===== config.mk =====
export PLATFORM = sky130hd
export DESIGN_NAME = exit_peripheral
export DESIGN_NICKNAME = d
export VERILOG_FILES = /design/src/obi_pkg.sv /design/src/mcu_pkg.sv /design/src/exit_peripheral.sv
export SDC_FILE = /design/constraint.sdc
export NUM_CORES = 1
export LEC_CHECK = 0
export BUFFER_PORTS_ARGS = -buffer_cell sky130_fd_sc_hd__clkbuf_2
export CAP_MARGIN = 20
export CELL_PAD_IN_SITES_DETAIL_PLACEMENT = 1
export CELL_PAD_IN_SITES_GLOBAL_PLACEMENT = 1
export CORE_UTILIZATION = 39
export DETAILED_ROUTE_END_ITERATION = 10
export PLACE_DENSITY_LB_ADDON = 0.05
export SETUP_SLACK_MARGIN = 0.1
export SYNTH_ARGS = -nofsm -noshare
export SYNTH_HDL_FRONTEND = slang
export SYNTH_SLANG_ARGS = --single-unit
export TNS_END_PERCENT = 1

===== constraint.sdc =====
create_clock -name clk_i -period 3.5 [get_ports clk_i]
set_input_delay 0 -clock clk_i [delete_from_list [all_inputs] [get_ports clk_i]]
set_output_delay 0 -clock clk_i [all_outputs]
set_load 0.02 [all_outputs]

===== src/obi_pkg.sv =====
// bus field widths
// request and response structs for the request/grant/rvalid handshake

package obi_pkg;

  localparam int ADDR_W = 32;
  localparam int DATA_W = 32;
  localparam int BE_W   = DATA_W / 8;

  // master to slave, 70 bits
  typedef struct packed {
    logic              req;
    logic              we;
    logic [ADDR_W-1:0] addr;
    logic [DATA_W-1:0] wdata;
    logic [BE_W-1:0]   be;
  } obi_req_t;

  // slave to master, 34 bits
  typedef struct packed {
    logic              gnt;
    logic              rvalid;
    logic [DATA_W-1:0] rdata;
  } obi_resp_t;

endpackage


===== src/mcu_pkg.sv =====
// address map and region sizes
// peripheral register offsets, slave select encoding

package mcu_pkg;

  // on-chip sram
  localparam logic [31:0] RAM_START      = 32'h0000_0000;
  localparam logic [31:0] RAM_SIZE       = 32'h0000_1000;

  // slow memory, 128 words
  localparam logic [31:0] SLOW_RAM_START = 32'h0001_0000;
  localparam logic [31:0] SLOW_RAM_SIZE  = 32'h0000_0200;

  // exit peripheral
  localparam logic [31:0] PERIPH_START   = 32'h0002_0000;
  localparam logic [31:0] PERIPH_SIZE    = 32'h0000_1000;

  // offsets inside the peripheral region
  localparam logic [31:0] EXIT_VALUE_OFFSET = 32'h0;
  localparam logic [31:0] EXIT_VALID_OFFSET = 32'h4;
  localparam logic [31:0] SCRATCH_OFFSET    = 32'h8;

  typedef enum logic [1:0] {
    SEL_RAM,
    SEL_SLOW,
    SEL_PERIPH,
    SEL_NONE
  } slave_sel_e;

endpackage


===== src/exit_peripheral.sv =====
// exit value, sticky exit flag and scratch register on the bus

module exit_peripheral
  import obi_pkg::*;
  import mcu_pkg::*;
(
  input  logic              clk_i,
  input  logic              reset_i,
  input  obi_req_t          req_i,
  output obi_resp_t         resp_o,
  output logic [DATA_W-1:0] exit_value_o,
  output logic              exit_valid_o
);

  logic [DATA_W-1:0] exit_value_q;
  logic              exit_valid_q;
  logic [DATA_W-1:0] scratch_q;
  logic [DATA_W-1:0] rdata_q;
  logic              rvalid_q;
  logic              wr_en;

  // whole-word writes, be is ignored
  assign wr_en = req_i.req && req_i.we;

  always_ff @(posedge clk_i) begin
    if (reset_i) begin
      exit_value_q <= '0;
      exit_valid_q <= 1'b0;
      rvalid_q     <= 1'b0;
    end else begin
      rvalid_q <= req_i.req;
      if (wr_en && req_i.addr == EXIT_VALUE_OFFSET) begin
        exit_value_q <= req_i.wdata;
      end
      // stays set until reset
      if (wr_en && req_i.addr == EXIT_VALID_OFFSET && req_i.wdata[0]) begin
        exit_valid_q <= 1'b1;
      end
    end
  end

  always_ff @(posedge clk_i) begin
    if (wr_en && req_i.addr == SCRATCH_OFFSET) begin
      scratch_q <= req_i.wdata;
    end
    if (req_i.req) begin
      if (req_i.we) begin
        rdata_q <= '0;
      end else begin
        unique case (req_i.addr)
          EXIT_VALUE_OFFSET: rdata_q <= exit_value_q;
          EXIT_VALID_OFFSET: rdata_q <= {{(DATA_W-1){1'b0}}, exit_valid_q};
          SCRATCH_OFFSET:    rdata_q <= scratch_q;
          default:           rdata_q <= '0;
        endcase
      end
    end
  end

  assign resp_o.gnt    = req_i.req;
  assign resp_o.rvalid = rvalid_q;
  assign resp_o.rdata  = rdata_q;
  assign exit_value_o  = exit_value_q;
  assign exit_valid_o  = exit_valid_q;

endmodule


# Yosys cells after proc, flatten, opt, wreduce, memory -nomap -nowiden
# Cells that the tools add are included.
# W data, S select, Z words.
[op_classes]
n_mux = 1
n_reduce_logical = 6
eq_ne = 2
[ops]
columns = ["op", "count"]
rows = [
  ["$pmux W32 S3", 1],
  ["$eq A32 B3 Y1 const B", 1],
  ["$eq A32 B4 Y1 const B", 1],
  ["$logic_not A32 Y1", 1],
  ["$logic_and A1 B1 Y1", 5],
]
[totals]
input_bits = 72
elab_cells = 14
output_inout_bits = 67
register_bits = 98

# Depth between registers and ports, before layout
[logic_depth]
ltp_word = 3
mapped_depth = 7
ltp_nobuf = 4

# Worst setup path before layout
# OpenSTA, ideal clock, no wires.
[synth_timing]
kind = "input-to-reg"
startpoint = "input port req_i[46] in the netlist's numbering"
endpoint = "register scratch_q[0], enable pin"
n_path_buf = 1
required_time_ps = 3079
stages = 5
arrival_time_ps = 2736
setup_slack_ps = 343
path_cell_list = "or4_4 nor4_4 buf_2 nand3_1 nor2_1"
[synth_between]
elab_chain_len = 2
[synth_rtl]
columns = ["item", "line_no", "text"]
rows = [
  ["from (decl)", "exit_peripheral.sv:9", "input obi_req_t req_i,"],
  ["$eq A32 B4 Y1", "exit_peripheral.sv:43", "if (wr_en && req_i.addr == SCRATCH_OFFSET) begin"],
  ["$logic_and A1 B1 Y1", "exit_peripheral.sv:43", ""],
  ["to (signal assigned)", "exit_peripheral.sv:44", "scratch_q <= req_i.wdata;"],
  ["to (decl)", "exit_peripheral.sv:17", "logic [DATA_W-1:0] scratch_q;"],
]
# Every way passes these cells.
# A chain may end at the register's enable or synchronous reset.

# Final worst setup path
[layout_timing]
startpoint = "input port req_i[41] in the netlist's numbering"
endpoint = "register exit_value_q[23], in the netlist exit_value_o[23]"
[layout_between]
elab_chain_len = 2
[layout_rtl]
columns = ["item", "line_no", "text"]
rows = [
  ["$logic_not A32 Y1", "exit_peripheral.sv:32", "if (wr_en && req_i.addr == EXIT_VALUE_OFFSET) begin"],
  ["$logic_and A1 B1 Y1", "exit_peripheral.sv:32", ""],
  ["to (signal assigned)", "exit_peripheral.sv:33", "exit_value_q <= req_i.wdata;"],
  ["to (decl)", "exit_peripheral.sv:15", "logic [DATA_W-1:0] exit_value_q;"],
]
# Every way passes these cells.

==> impl_metrics.tcl <==
set metrics [dict create \
    synth_top_family_by_area "simple AND/OR/NAND/NOR gates" \
    synthAdderAreaFrac 0 \
    synth_simple_gate_area_share 0.1756 \
    layout.cells.most_common "clkbuf_2" \
    port_buffers 134 \
    crit_slowest_cell "or4_2" \
    layout-drive-gt1-share 0.3786 \
    antenna_found_initial 0 \
    critical_path.max_fanout 32 \
    tns_ns 0 \
    cap_violations 0 \
    ir_worst_vdd_mv 0.1782 \
    synth_compound_area_frac 0.1678 \
    ys_types 29 \
    yosysWarnings 0 \
    p_leak_nw 1.894 \
    p_per_area_nw_per_um2 404.2 \
    cts-root-buf "clkbuf_8" \
    nFillCells 1210 \
    vias_per_cell 5.820 \
    cts.sinks 98 \
    period_needed_ns 2.200 \
    placedCellCount 606 \
    final_area_um2 5588 \
    cts_made_buffers 9 \
    ys_seq_elements 98 \
    synth_xor_area_frac 0 \
    rsz0062_at_grt "no" \
    slowest_delay_ns 1.16 \
    die_x_um 107.1 \
    worst_pin_slew_ns 1.094 \
    cp.required_ns 3.72 \
    syn_avg_cell_area_um2 11.65 \
    regArea_um2 2603 \
    relSlewSlack 0.2704 \
    dr.pass1.iters 4 \
    worst_setup_path_start_kind "input pin" \
    critPathKind "input pin to register" \
    fmax_mhz 454.5 \
    syn_nets 442 \
    arrival_ns 2.42 \
    finalSetupViolCount 0 \
    multi_input_area_um2 1508 \
    netlist_area_um2 4310 \
    hp-class "input pin to register" \
    drt-initial-drc-count 135 \
    final_antenna_net_count 0 \
    initial_core_util 0.3994 \
    cts_tree "yes" \
    track_usage 0.2447 \
    area_growth_pct 29.64 \
    via_count 3812 \
    clk_pin_slew_ns 0.10 \
    finClkSkew_ns 0.01146 \
    grt_max_degree 97 \
    end_kind "register" \
    finalNetCount 582 \
    ys_seq_area_frac 0.6038 \
    drc_errors 0 \
    wl_per_cell_um 20.54 \
    post-dp-hpwl_mm 8.015 \
    die_height_um 107.1 \
    netlist_instances 370 \
    clock_path_buffers 2 \
    io_pins 139 \
    coreArea_um2 10790 \
    fin_crit_sh 0.6287 \
    finalHoldViolations 0 \
    status "finished clean" \
    antenna_cells 0 \
    slew_violations 0 \
    routed_wl_mm 13.45 \
    hold_slack_ns 0.1490 \
    dieArea_um2 11480 \
    grt_pass1_vias 3842 \
    clock_latency_ns 0.37 \
    worstPathCellList "clkbuf_2, or4_1, or4_2, o31ai_1, a21oi_1" \
    place.gp.congestion 0.7388 \
    grt-ovfl-total 0 \
    synthMuxAreaShare 0.002322 \
    num_rows 38 \
    grt_pass1_wl_mm 21.13 \
    dpl-instance-area_um2 5035 \
    mostFrequentLayoutCells "134 x clkbuf_2, 64 x nand4_1, 64 x a21oi_1, 64 x edfxtp_1, 34 x dfxtp_1" \
    finalNonFillerCells 655 \
    h-tree-depth 3 \
]
## metrics by stage
| stage | utilization | power, mW | setup slack, ns |
|---|---|---|---|
| CTS | 0.5177 | 2.270 | 1.305 |
| detailed placement | 0.4665 | 1.422 | 0.9127 |
| finish | 0.5177 | 2.258 | 1.300 |
| global route | 0.5177 | 2.330 | 1.193 |
| global placement | 0.4665 | 1.420 | 0.9370 |
| floorplan | - | 1.336 | 0.3430 |
## logic make-up (layout without fill, tap and decap cells)
| family | after synthesis | in the layout |
|---|---|---|
| and+or+nand+nor | 124 | 124 |
| AOI/OAI and AO/OA | 98 | 98 |
| DFF | 98 | 98 |
| buffers and inverters | 49 | 194 |
| muxes | 1 | 1 |
## power by group
part           switching (mW)  internal [mW]
Clock                   0.391          0.444
Combinational           0.101         0.0706
Sequential            0.00604           1.25
Total                   0.498           1.76
## timing repair
item / CTS / global route
hold buffers: 33 / 0
setup buffers: 0 / 0
endpoints found under the hold margin: 65 / 0
setup endpoints to repair: 0 / 0
gates resized for setup: 0 / 0
## cell type report
class                      count  share of cell area
clock buffer                  14             0.02911
sequential                    98              0.4657
multi-input combinational    223              0.2698
clock inverter                 2             0.01075
inverter                       1           0.0006717
timing repair buffer         177              0.1926
tap                          140             0.03135
## Yosys cell counts
cell	count	area share
or4_4	2	0.0052
and3b_1	1	0.0020
nand2_1	2	0.0017
clkbuf_1	30	0.026
and4_1	1	0.0020
o31ai_1	2	0.0035
a31oi_1	2	0.0029
nor4_1	5	0.0073
mux2i_1	1	0.0023
buf_4	2	0.0035
nor4b_1	1	0.0020
nor2b_1	1	0.0015
edfxtp_1	64	0.45
or4_1	5	0.0087
nor2_1	4	0.0035
dfxtp_1	34	0.16
nor4_4	1	0.0049
buf_6	3	0.0078
buf_1	10	0.0087
buf_2	3	0.0035
nor3_1	1	0.0012
a21oi_1	64	0.074
nand3_1	33	0.038
inv_1	1	0.00087
nand4_1	64	0.093
or2_2	1	0.0015
or3_1	1	0.0015
o31ai_2	30	0.087
and3_1	1	0.0015
## critical path: cells and delay by family
family	cells	cell delay [ns]
compound gates	2	0.56
buf+inv	1	0.11
simple gates	2	1.76
## routing by layer
layer | GRT usage | part of all wire | wire [µm]
met1 | 0.3109 | 0.43 | 5847
met3 | 0.03951 | 0.053 | 718
met5 | 0 | 0 | 0
met4 | 0.07730 | 0.015 | 206
met2 | 0.4244 | 0.50 | 6680
## path summary, 6_finish.rpt
kind	from	to	slack [ns]	depth (start not counted)
min	req_i[69]	scratch_q[16]	0.15	3
max reg2reg	exit_valid_o	rdata_q[0]	2.52	4
max	req_i[41]	exit_value_o[23]	1.30	5
min reg2reg	exit_value_o[11]	exit_value_o[11]	0.49	2
## sequential cells by signal (all words and copies together) (netlist names)
register,cells
exit_value_o,32
rdata_q,32
scratch_q,32
exit_valid_o,1
rvalid_q,1
Note: power is estimated with default switching activity, not from simulation.
