<file path="src/obi_pkg.sv">
// bus field widths
// request and response structs for the request/grant/rvalid handshake

package obi_pkg;

  localparam int ADDR_W = 32;
  localparam int DATA_W = 32;
  localparam int BE_W   = DATA_W / 8;

  // master to slave, 70 bits
  typedef struct packed {
    logic              req;
    logic              we;
    logic [ADDR_W-1:0] addr;
    logic [DATA_W-1:0] wdata;
    logic [BE_W-1:0]   be;
  } obi_req_t;

  // slave to master, 34 bits
  typedef struct packed {
    logic              gnt;
    logic              rvalid;
    logic [DATA_W-1:0] rdata;
  } obi_resp_t;

endpackage

</file>
<file path="src/mcu_pkg.sv">
// address map and region sizes
// peripheral register offsets, slave select encoding

package mcu_pkg;

  // on-chip sram
  localparam logic [31:0] RAM_START      = 32'h0000_0000;
  localparam logic [31:0] RAM_SIZE       = 32'h0000_1000;

  // slow memory, 128 words
  localparam logic [31:0] SLOW_RAM_START = 32'h0001_0000;
  localparam logic [31:0] SLOW_RAM_SIZE  = 32'h0000_0200;

  // exit peripheral
  localparam logic [31:0] PERIPH_START   = 32'h0002_0000;
  localparam logic [31:0] PERIPH_SIZE    = 32'h0000_1000;

  // offsets inside the peripheral region
  localparam logic [31:0] EXIT_VALUE_OFFSET = 32'h0;
  localparam logic [31:0] EXIT_VALID_OFFSET = 32'h4;
  localparam logic [31:0] SCRATCH_OFFSET    = 32'h8;

  typedef enum logic [1:0] {
    SEL_RAM,
    SEL_SLOW,
    SEL_PERIPH,
    SEL_NONE
  } slave_sel_e;

endpackage

</file>
<file path="src/system_bus.sv">
// address decoder and router for one master and three slaves
// single outstanding transaction, response steered by registered select

module system_bus
  import obi_pkg::*;
  import mcu_pkg::*;
(
  input  logic      clk_i,
  input  logic      reset_i,

  input  obi_req_t  master_req_i,
  output obi_resp_t master_resp_o,

  output obi_req_t  ram_req_o,
  input  obi_resp_t ram_resp_i,
  output obi_req_t  slow_req_o,
  input  obi_resp_t slow_resp_i,
  output obi_req_t  periph_req_o,
  input  obi_resp_t periph_resp_i
);

  slave_sel_e        addr_sel;
  slave_sel_e        pending_sel_q;
  logic              pending_q;
  logic              none_rvalid_q;
  logic              slave_gnt;
  logic              master_gnt;
  logic              rsp_valid;
  logic [DATA_W-1:0] rsp_rdata;

  // wrapping subtraction covers a region starting at zero
  function automatic logic in_region(input logic [ADDR_W-1:0] addr,
                                     input logic [ADDR_W-1:0] base,
                                     input logic [ADDR_W-1:0] size);
    return (addr - base) < size;
  endfunction

  always_comb begin
    if (in_region(master_req_i.addr, RAM_START, RAM_SIZE)) begin
      addr_sel = SEL_RAM;
    end else if (in_region(master_req_i.addr, SLOW_RAM_START, SLOW_RAM_SIZE)) begin
      addr_sel = SEL_SLOW;
    end else if (in_region(master_req_i.addr, PERIPH_START, PERIPH_SIZE)) begin
      addr_sel = SEL_PERIPH;
    end else begin
      addr_sel = SEL_NONE;
    end
  end

  // only the selected slave sees req, and only when nothing is pending
  always_comb begin
    ram_req_o       = master_req_i;
    ram_req_o.addr  = master_req_i.addr - RAM_START;
    ram_req_o.req   = master_req_i.req && !pending_q && (addr_sel == SEL_RAM);

    slow_req_o      = master_req_i;
    slow_req_o.addr = master_req_i.addr - SLOW_RAM_START;
    slow_req_o.req  = master_req_i.req && !pending_q && (addr_sel == SEL_SLOW);

    periph_req_o      = master_req_i;
    periph_req_o.addr = master_req_i.addr - PERIPH_START;
    periph_req_o.req  = master_req_i.req && !pending_q && (addr_sel == SEL_PERIPH);
  end

  always_comb begin
    unique case (addr_sel)
      SEL_RAM:    slave_gnt = ram_resp_i.gnt;
      SEL_SLOW:   slave_gnt = slow_resp_i.gnt;
      SEL_PERIPH: slave_gnt = periph_resp_i.gnt;
      default:    slave_gnt = 1'b1;
    endcase
  end

  assign master_gnt = master_req_i.req && !pending_q && slave_gnt;

  always_comb begin
    unique case (pending_sel_q)
      SEL_RAM: begin
        rsp_valid = ram_resp_i.rvalid;
        rsp_rdata = ram_resp_i.rdata;
      end
      SEL_SLOW: begin
        rsp_valid = slow_resp_i.rvalid;
        rsp_rdata = slow_resp_i.rdata;
      end
      SEL_PERIPH: begin
        rsp_valid = periph_resp_i.rvalid;
        rsp_rdata = periph_resp_i.rdata;
      end
      default: begin
        // unmapped space reads as zero
        rsp_valid = none_rvalid_q;
        rsp_rdata = '0;
      end
    endcase
  end

  assign master_resp_o.gnt    = master_gnt;
  assign master_resp_o.rvalid = pending_q && rsp_valid;
  assign master_resp_o.rdata  = rsp_rdata;

  always_ff @(posedge clk_i) begin
    if (reset_i) begin
      pending_q     <= 1'b0;
      pending_sel_q <= SEL_NONE;
      none_rvalid_q <= 1'b0;
    end else begin
      none_rvalid_q <= master_gnt && (addr_sel == SEL_NONE);
      if (master_gnt) begin
        pending_q     <= 1'b1;
        pending_sel_q <= addr_sel;
      end else if (master_resp_o.rvalid) begin
        pending_q <= 1'b0;
      end
    end
  end

endmodule

</file>
<file path="config.mk">
export PLATFORM = sky130hd
export DESIGN_NAME = system_bus
export DESIGN_NICKNAME = d
export VERILOG_FILES = /design/src/obi_pkg.sv /design/src/mcu_pkg.sv /design/src/system_bus.sv
export SDC_FILE = /design/constraint.sdc
export NUM_CORES = 1
export LEC_CHECK = 0
export BUFFER_PORTS_ARGS = -buffer_cell sky130_fd_sc_hd__buf_2
export CAP_MARGIN = 25
export CORE_AREA = 2 2 160 162
export DETAILED_ROUTE_END_ITERATION = 10
export DIE_AREA = 0 0 162 164
export REMOVE_ABC_BUFFERS = 1
export SYNTH_ARGS = -nofsm -noshare
export SYNTH_HDL_FRONTEND = slang
export SYNTH_SLANG_ARGS = --single-unit
</file>
<file path="constraint.sdc">
create_clock -name clk_i -period 2.6 [get_ports clk_i]
set_input_delay 0.26 -clock clk_i [delete_from_list [all_inputs] [get_ports clk_i]]
set_output_delay 0.26 -clock clk_i [all_outputs]
set_load 0.01 [all_outputs]
</file>
* Yosys cells after proc, flatten, opt, wreduce, memory -nomap -nowiden
Cells that the tools add are included.
Word-level totals: word-level logic and storage cells 32, output and inout bits 244, flip-flop bits (word level) 4, input bits 174
Cells by class: add/subtract/negate cells 2, muxes and demuxes 8, order comparisons 3, equality and inequality tests 5, reductions and logical operators 11
Operator list (number):
- $pmux 32 s3 | 1
- $lt 32x13->1 const B | 2
- $lt 32x10->1 const B | 1
- $sub 32x17->32 const B | 1
- $sub 32x18->32 const B | 1
- $logic_and 1x1->1 | 7
- $eq 2x2->1 const B | 3
- $pmux 1 s3 | 2
- $eq 2x1->1 const B | 2
- $logic_not 2->1 | 2
- $mux 2 | 2
- $mux 1 | 3
- $reduce_bool 2->1 | 1
- $logic_not 1->1 | 1

* Longest topological paths before layout
Gate-level depths: netlist (run 1).
word-level depth 9, mapped depth 11, depth with buffers taken out 10

* Worst setup path before layout (run 1)
No wires, ideal clock.
path kind input to output, start input master_req_i[55] (netlist name), end output master_resp_o[33] (netlist name), path buffers 2, arrival 2599 ps, slack -259 ps, required time 2340 ps, stages on the path 10, cells stage by stage buf_2 nor3_1 xor2_1 or4_1 or3_1 nor4_1 a311oi_1 o21ai_1 inv_1 buf_4
RTL lines:
- from (decl) | line system_bus.sv:11 | input obi_req_t master_req_i,
- to (decl) | line system_bus.sv:12 | output obi_resp_t master_resp_o,

==> impl_results.md, run 1 <==
* Worst Setup Start Kind: input port
* CTS buffer count at 3
* Initial antenna violation count at 13
* Starting Density at 12.5%
* P_sw at 0.270 mW
* Failing checks: negative setup slack
* RSZ-0062 raised after global routing: yes
* Yosys cell types at 45
* WL final at 23.4 mm
* Hpwl dp at 20.6 mm
* Sw frac at 36.0%
* Clk_lat worst skew at 0.23 ns
* Pwr dens at 183 nW/um^2
* Fin. Hold Viols at 0
* PnR worst setup slack at -0.172 ns
* Max clock buf depth at 2
* Yosys top cell by area: buf_4
* Setup Skew at 0.00181 ns
* Min Tclk post-route at 2.77 ns
* Compound-Gate Fraction of Synth Area at 8.48%
* Synth top area share at 42.7%
* Largest family of logic cells by synthesized area: buffers and inverters
* Clock transition at path regs at 0.03 ns
* Grt met2 use at 24.6%
* Final setup viols at 4
* Layout cell share with drive strength beyond 1 at 61.5%
* CP max-delay cell: or4_1
* Die area at 26,600 sq um
* VDD IR max at 0.000196 V
* Setup crit end kind: output port
* Comb pwr share at 58.9%
* Detailed-route wire length per cell at 26.3 microns
* Max Transition Viols Final at 0
* Max Cap Viol at 0
* Crit path buf inv count at 3
* Area growth, synth to finish at 31.3%
* Commonest non-fill, non-tap cell in the layout: buf_2
* Mux cell area share after synthesis at 11.4%
* GRT Overall Usage at 16.6%
* Grt met1 use at 17.5%
* Top cells by area, synth: buf_4, mux2i_1, nand2_1, o21ai_0, xnor2_1
* Synthesized area per cell at 7.05 sq um
* First-pass GRT wire length at 29.8 mm
* Ports at 418
* Mapped Cells at 442
* Syn Std Cell Area at 3110 sq um
* Status: finished with violations
* Crit path top cell by count: buf_6
* Clock root buffer: clkbuf_16
* Ys Warns at 0
* Row Count at 58
* Routability cong. at 0.926
* #FFs+latches synth at 4
* Antenna-violating nets left at 0
* Slew headroom at 64.3%
* Met3 usage at 15.5%
* DRC at 0
* DR vias/cell at 3.93
* Asr flop ratio synth at 0%
* Chip height at 164 microns
* EDFF count, synth at 0
* Vias after detailed routing at 3,496
* CTS Sinks at 4
* Number of global-route vias before repair at 3,339
* Crit-path max FO at 3
* Post-synth top flop: dfxtp_1
* Global route overflow at 0
* DR pass1 iterations at 4
* Port bufs at 233
* Leak Pwr at 2.17 nW
* Core area at 24,800 sq um
* CTS tree: done
* GRT busiest layer: met2
* Kind of critical path: in -> out
* CP peak stage delay at 0.55 ns
* Arrival time of the worst setup path at 2.51 ns
* CP delay by family, top: simple AND/OR/NAND/NOR gates
* Sequential share of power at 8.8%
* Fin util at 16.5%
* Nets at 733
* Synth Area in Simple Gates at 20.4%
* Hold_buf cts at 0
* Xor/xnor share of the synthesized area at 7.59%
* Largest net degree at the start of global routing at 35
* Min-delay worst type: in -> reg
* Die Wd at 162 microns
* Htree depth at 1
* CP cell instances: buf_6 -> or4_4 -> or4_1 -> or3_1 -> nor4_1 -> a311oi_1 -> o21ai_2 -> inv_1 -> buf_6
* Worst Path Required at 2.34 ns
* Internal at 0.479 mW
* Highest Clock Rate at 0.361 GHz
* Clock network power share at 32.3%
* Commonest non-fill, non-tap cells in the layout: buf_2, buf_4, nand2_1, mux2i_1, o21ai_0
* Seq/Total Area, Yosys at 2.57%
* Place WS at -0.413 ns
* DRT iter0 DRCs at 95
* Least-Margin Pin Slew at 0.536 ns
* Final worst path period share at 107%
* Post-synthesis adder-cell area fraction at 2.81%
==> kinds of logic after synthesis <==
logic type      after synthesis
xor+xnor                     27
mux                          34
flops                         4
fa+ha+maj                     7
compound gates               44
simple gates                118
buf+inv                     208
==> repair_timing <==
| action | in CTS | in global routing |
|---|---|---|
| setup buffers | 4 | 1 |
| gates resized for setup | 25 | 17 |
| pin swaps | 14 | 9 |
| endpoints found under the setup margin | 4 | 6 |
| cloned | 0 | 0 |
==> registers in the layout, summed over array words and instances, names as in the netlist <==
register,count
none_rvalid_q,1
pending_sel_q,2
pending_q,1
==> final timing paths <==
| kind | from | end | slack (ns) | depth (start not counted) |
|---|---|---|---|---|
| setup reg to reg | pending_sel_q[0] | pending_q | 1.02 | 3 |
| hold reg to reg | pending_q | pending_q | 0.50 | 2 |
| setup / recovery | master_req_i[50] | master_resp_o[33] | -0.17 | 9 |
| hold / removal | reset_i | pending_q | 0.26 | 2 |
==> power groups by stage <==
stage	Sequential (mW)	Combinational, mW	Clock (mW)
5_1_grt	0.0658	0.477	0.250
2_1_floorplan	0.0659	0.106	0
4_1_cts	0.0655	0.435	0.245
3_5_place_dp	0.0662	0.415	0
6_report	0.0655	0.441	0.242
3_3_place_gp	0.0662	0.414	0
==> layer usage <==
metal | routed length [microns] | share of wire (%)
met1 | 8770 | 38
met2 | 9380 | 40
met3 | 4890 | 21
met4 | 127 | 0.54
met5 | 195 | 0.83
==> synthesized netlist by cell type, drive strengths merged, types with 2 or more instances <==
cell,number
or2,4
inv,13
nor4b,2
dfxtp,4
nor2,16
nand4,9
nand2,44
nand3,7
or4,6
nor2b,2
clkbuf,15
o21ai,33
and2,3
mux2i,32
nand2b,2
nor3,5
a22o,2
buf,180
nor4,10
or3b,2
xor2,12
ha,7
nor3b,3
xnor2,15
a311oi,2
==> stage by stage <==
stage / cell area (sq um) / setup TNS [ns] / power (mW) / cells / hold WS, ns
2_1_floorplan: 1710 / -1.37 / 0.171 / 247 / 0.329
3_3_place_gp: 3760 / -1.48 / 0.480 / 872 / 0.487
3_5_place_dp: 3760 / -1.68 / 0.482 / 872 / 0.489
4_1_cts: 3970 / -0.658 / 0.744 / 879 / 0.255
5_1_grt: 4070 / -0.757 / 0.793 / 880 / 0.281
6_report: 4090 / -0.409 / 0.749 / 889 / 0.264
==> cell type report <==
class | instances | area, sq um
Antenna cell | 9 | 22.5
Clock buffer | 3 | 75.1
Fill cell | 2874 | 20700
Inverter | 13 | 51.3
Multi-Input combinational cell | 230 | 1730
Sequential cell | 4 | 81.3
Tap cell | 330 | 413
Timing Repair Buffer | 300 | 1720
Note: power is estimated with default switching activity, not from simulation.
==> run 2, diff against run 1 <==
Settings changed: CORE_AREA 2 2 160 162 to 2 2 162 164, CTS_BUF_LIST set to sky130_fd_sc_hd__clkbuf_8, DIE_AREA 0 0 162 164 to 0 0 164 166.
==> impl_results.md, run 2 (synthesized netlist as in run 1, its figures left out) <==
* Setup crit end kind: output port (unchanged)
* Leak Pwr at 2.20 nW (was 2.17 nW)
* DR pass1 iterations at 4 (unchanged)
* VDD IR max at 0.0000703 V (was 0.000196 V)
* Final setup viols at 3 (was 4)
* Clk_lat worst skew at 0.22 ns (was 0.23 ns)
* DR vias/cell at 3.92 (was 3.93)
* Row Count at 59 (was 58)
* Starting Density at 12.2% (was 12.5%)
* WL final at 21.4 mm (was 23.4 mm)
* Kind of critical path: in -> out (unchanged)
* CTS tree: done (unchanged)
* DRC at 0 (unchanged)
* FF-to-FF setup slack at 0.95 ns (was 1.02 ns)
* Worst Hold End: pending_q (unchanged)
* Layout cell share with drive strength beyond 1 at 62.7% (was 61.5%)
* Ports at 418 (unchanged)
* Nets at 741 (was 733)
* RSZ-0062 raised after global routing: yes (unchanged)
* Hpwl dp at 18.7 mm (was 20.6 mm)
* Routability cong. at 0.903 (was 0.926)
* Commonest non-fill, non-tap cell in the layout: buf_2 (unchanged)
* Pwr dens at 154 nW/um^2 (was 183 nW/um^2)
* TNS Setup at -0.333 ns (was -0.409 ns)
* Failing checks: negative setup slack (unchanged)
* First-pass GRT wire length at 27.2 mm (was 29.8 mm)
* Hold Path Origin: reset_i (unchanged)
* DP Area at 3800 sq um (was 3760 sq um)
* Min-delay worst type: in -> reg (unchanged)
* Dpl cells at 882 (was 872)
* Cell area after layout at 4110 sq um (was 4090 sq um)
* Htree depth at 1 (unchanged)
* Non-filler cells, final at 896 (was 889)
* Worst hold stages at 2 (unchanged)
* Status: finished with violations (unchanged)
* PnR worst setup slack at -0.124 ns (was -0.172 ns)
* Top Registers: pending_sel_q x2, none_rvalid_q x1, pending_q x1 (unchanged)
* Die area at 27,200 sq um (was 26,600 sq um)
* CTS Sinks at 4 (unchanged)
* Core area at 25,600 sq um (was 24,800 sq um)
* Largest net degree at the start of global routing at 33 (was 35)
* GRT busiest layer: met2 (unchanged)
* Antenna-violating nets left at 0 (unchanged)
* Fin. Hold Viols at 0 (unchanged)
* DRT iter0 DRCs at 125 (was 95)
* Max clock buf depth at 2 (unchanged)
* Highest Clock Rate at 0.367 GHz (was 0.361 GHz)
* Port bufs at 233 (unchanged)
* GRT Overall Usage at 14.6% (was 16.6%)
* Setup Skew at 0.00229 ns (was 0.00181 ns)
* Die Wd at 164 microns (was 162 microns)
* Commonest non-fill, non-tap cells in the layout: buf_2, buf_4, nand2_1, mux2i_1, o21ai_0 (unchanged)
* Worst Path Required at 2.34 ns (about the same)
* Max Cap Viol at 0 (unchanged)
* Slew headroom at 59.0% (was 64.3%)
* Detailed-route wire length per cell at 23.9 microns (was 26.3 microns)
* Least-Margin Pin Slew at 0.615 ns (was 0.536 ns)
* Final worst path period share at 105% (was 107%)
* Clock root buffer: clkbuf_8 (was clkbuf_16)
* Area growth, synth to finish at 32.1% (was 31.3%)
* R2R Path End: pending_q (unchanged)
* Arrival time of the worst setup path at 2.46 ns (was 2.51 ns)
* Reg2Reg Depth at 3 (unchanged)
* Chip height at 166 microns (was 164 microns)
* Number of global-route vias before repair at 3,239 (was 3,339)
* Worst Setup Start Kind: input port (unchanged)
* Grt met2 use at 21.8% (was 24.6%)
* Vias after detailed routing at 3,516 (was 3,496)
* Max Transition Viols Final at 0 (unchanged)
* Grt met1 use at 15.8% (was 17.5%)
* Min Tclk post-route at 2.72 ns (was 2.77 ns)
* Max reg flops at 2 (unchanged)
* Initial antenna violation count at 7 (was 13)
* Met3 usage at 12.6% (was 15.5%)
* Biggest register: pending_sel_q (unchanged)
* Crit-path max FO at 4 (was 3)
* Clock transition at path regs at 0.03 ns (about the same)
* Reg-to-reg startpoint: pending_sel_q[0] (unchanged)
* Hold_buf cts at 0 (unchanged)
* CTS buffer count at 3 (unchanged)
* Global route overflow at 0 (unchanged)
run 2: cell count changes in the layout (fill, tap and decap cells not counted), moves of 3 or more:
| cell | delta |
|---|---|
| diode_2 | -6 |
| clkbuf_16 | -3 |
| buf_4 | +9 |
| clkbuf_8 | +3 |
| nor3_2 | +3 |
run 2: through the flow:
step	setup slack (ns)	power (mW)	utilization (%)	hold WS, ns
3_3_place_gp	-0.348	0.478	14.8	0.486
4_1_cts	-0.237	0.638	15.8	0.270
3_5_place_dp	-0.399	0.479	14.8	0.490
6_report	-0.124	0.635	16.1	0.279
2_1_floorplan	-0.219	0.171	-	0.329
5_1_grt	-0.295	0.679	16.0	0.298
run 2: how the worst max path moves through the flow:
stage                     slack (ns)              from  cells after the start                 to
after global routing           -0.29  master_req_i[53]                     14  master_resp_o[33]
after CTS                      -0.24  master_req_i[49]                     11  master_resp_o[33]
final                          -0.12  master_req_i[49]                     10  master_resp_o[33]
after floorplan                -0.22  master_req_i[53]                     10   pending_sel_q[0]
after detailed placement       -0.40  master_req_i[53]                     13  master_resp_o[33]
after global placement         -0.35  master_req_i[53]                     13  master_resp_o[33]
run 2: routing by layer:
| layer | vias to the layer above | part of all wire [%] | wire [microns] |
|---|---|---|---|
| met5 | - | 0.86 | 184 |
| met4 | 10 | 0.41 | 87 |
| met3 | 16 | 20 | 4360 |
| met2 | 371 | 41 | 8750 |
| met1 | 1578 | 38 | 8070 |
| li1 | 1541 | - | - |
run 2: power breakdown:
part           leakage, nW  internal (mW)  switching [mW]
clock network       0.0216         0.0986          0.0313
registers           0.0323         0.0641         0.00129
logic                 2.14          0.223           0.217
total                 2.20          0.386           0.249
run 2: final cells by class:
cell class                      count  area [sq um]
Multi-Input combinational cell    230          1730
Inverter                           13          51.3
Antenna cell                        3          7.51
Clock buffer                        3          41.3
Tap cell                          335           419
Timing Repair Buffer              308          1780
Sequential cell                     4          81.3
Fill cell                        2931         21500
run 2: what timing repair did:
| action | 4_1_cts | 5_1_grt |
|---|---|---|
| pin swaps | 19 | 9 |
| endpoints found under the setup margin | 4 | 4 |
| resized for setup | 36 | 9 |
| buffers inserted | 6 | 2 |
run 2: worst max-delay path, cell delays in order:
cell      delay, ns
buf_6          0.09
or4_4          0.54
or4_4          0.54
or3_4          0.33
nor4_2         0.13
a311oi_1       0.12
o21ai_1        0.14
buf_4          0.15
inv_2          0.04
buf_6          0.12
==> run 3, diff against run 2 <==
Settings changed: CAP_MARGIN 25 to 20.
Clock period 2.6 ns to 2.5 ns, I/O delays scaled along.
==> impl_results.md, run 3 (synthesized netlist as in run 1, its figures left out) <==
* Number of global-route vias before repair at 3,379 (was 3,239)
* Arrival time of the worst setup path at 2.49 ns (was 2.46 ns)
* CTS buffer count at 3 (unchanged)
* GRT Overall Usage at 15.0% (was 14.6%)
* Row Count at 59 (unchanged)
* First-pass GRT wire length at 28.0 mm (was 27.2 mm)
* DR vias/cell at 4.02 (was 3.92)
* Pwr dens at 162 nW/um^2 (was 154 nW/um^2)
* Max reg flops at 2 (unchanged)
* Area of the multi-input gates at 1770 sq um (was 1730 sq um)
* Crit path buf inv count at 3 (was 4)
* WHS at 0.269 ns (was 0.279 ns)
* Nets at 746 (was 741)
* Core area at 25,600 sq um (unchanged)
* CP max-delay cell: or4_4 (unchanged)
* Htree depth at 1 (unchanged)
* Global route overflow at 0 (unchanged)
* Fin. Hold Viols at 0 (unchanged)
* Non-filler cells, final at 903 (was 896)
* Port bufs at 233 (unchanged)
* Area growth, synth to finish at 34.8% (was 32.1%)
* DRT iter0 DRCs at 103 (was 125)
* Max Transition Viols Final at 0 (unchanged)
* Min Tclk post-route at 2.74 ns
* Place WS at -0.489 ns (was -0.399 ns)
* Starting Density at 12.2% (unchanged)
* Die area at 27,200 sq um (unchanged)
* Ports at 418 (unchanged)
* Antenna-violating nets left at 0 (unchanged)
* Final setup viols at 6 (was 3)
* CP delay by family, top: simple AND/OR/NAND/NOR gates (unchanged)
* Commonest non-fill, non-tap cells in the layout: buf_2, buf_4, nand2_1, mux2i_1, o21ai_0 (unchanged)
* Slew headroom at 60.6% (was 59.0%)
* Failing checks: negative setup slack (unchanged)
* Chip height at 166 microns (unchanged)
* Commonest non-fill, non-tap cell in the layout: buf_2 (unchanged)
* Worst Setup Start Kind: input port (unchanged)
* CP peak stage delay at 0.55 ns (was 0.54 ns)
* Highest Clock Rate at 0.365 GHz
* Status: finished with violations (unchanged)
* Die Wd at 164 microns (unchanged)
* CTS tree: done (unchanged)
* Detailed-route wire length per cell at 24.3 microns (was 23.9 microns)
* Routability cong. at 0.896 (was 0.903)
* CP cell instances: buf_6 -> or4_4 -> o41a_1 -> nor3_2 -> nand4_1 -> nor4b_4 -> a22o_1 -> o21ai_2 -> inv_1 -> buf_6 (was buf_6 -> or4_4 -> or4_4 -> or3_4 -> nor4_2 -> a311oi_1 -> o21ai_1 -> buf_4 -> inv_2 -> buf_6)
* Biggest register: pending_sel_q (unchanged)
* Vias after detailed routing at 3,634 (was 3,516)
* RSZ-0062 raised after global routing: yes (unchanged)
* Least-Margin Pin Slew at 0.591 ns (was 0.615 ns)
* Dpl cells at 884 (was 882)
* Setup crit end kind: output port (unchanged)
* Max Cap Viol at 0 (unchanged)
* Leak Pwr at 2.23 nW (was 2.20 nW)
* Min-delay worst type: in -> reg (unchanged)
* Layout cell share with drive strength beyond 1 at 64.3% (was 62.7%)
* Kind of critical path: in -> out (unchanged)
* Max clock buf depth at 2 (unchanged)
* Final worst path period share at 110%
* WL final at 22.0 mm (was 21.4 mm)
* DRC at 0 (unchanged)
* Clock transition at path regs at 0.03 ns (about the same)
* Crit path top cell by count: buf_6
* Crit-path max FO at 3 (was 4)
* Fin util at 16.4% (was 16.1%)
* Clk_lat worst skew at 0.22 ns (about the same)
* VDD IR max at 0.0000810 V (was 0.0000703 V)
* Hold_buf cts at 0 (unchanged)
* Hpwl dp at 18.8 mm (was 18.7 mm)
* Initial antenna violation count at 8 (was 7)
* Sequential cell area at 81.3 sq um (unchanged)
* Largest net degree at the start of global routing at 33 (unchanged)
* FF-to-FF setup slack at 0.85 ns (was 0.95 ns)
* DR pass1 iterations at 4 (unchanged)
* Setup Skew at 0.00383 ns (was 0.00229 ns)
* CTS Sinks at 4 (unchanged)
* Layout fillers at 2,955 (was 2,931)
* Clock root buffer: clkbuf_8 (unchanged)
* Top Registers: pending_sel_q x2, none_rvalid_q x1, pending_q x1 (unchanged)
* PnR worst setup slack at -0.241 ns (was -0.124 ns)
* Worst Path Required at 2.25 ns (was 2.34 ns)
==> run 3: changes by cell type in the layout (fill, tap and decap cells not counted), sizes merged <==
cell	before	now
diode	3	5
buf	308	313
==> run 3: report_power, final <==
group / switching (mW) / internal [mW]
Combinational: 0.233 / 0.244
Clock: 0.0333 / 0.103
Sequential: 0.00137 / 0.0667
Total: 0.268 / 0.414
==> run 3: final cells by class <==
class / count / share of cell area, %
sequential: 4 / 1.94
antenna: 5 / 0.298
multi-input combinational: 230 / 42.2
inverter: 13 / 1.28
timing repair buffer: 313 / 43.3
tap: 335 / 9.98
clock buffer: 3 / 0.983
==> run 3: repair_timing <==
action                     in CTS  in global routing
gates resized for setup        39                 17
pin swaps                      20                 12
setup endpoints to repair       6                  6
setup buffers                   9                  4
==> run 3: worst paths after layout <==
path / end / from / cells after the start
min: pending_q / reset_i / 2
max: master_resp_o[33] / master_req_i[49] / 10
max reg2reg: pending_q / pending_sel_q[0] / 3
min reg2reg: pending_q / pending_q / 2
==> run 3: stage by stage <==
stage | instance area, sq um | setup TNS, ns | power, mW
detailed placement | 3810 | -2.36 | 0.504
global placement | 3810 | -2.11 | 0.502
finish | 4200 | -0.700 | 0.682
floorplan | 1710 | -4.70 | 0.178
CTS | 4100 | -1.08 | 0.678
global route | 4190 | -1.32 | 0.729
==> run 3: layer usage <==
layer	vias to the layer above	share of wire (%)	track usage (%)
li1	1549	-	-
met1	1625	34	14.6
met2	430	41	22.4
met3	20	24	15.1
met4	10	0.83	2.25
met5	-	0.70	6.36
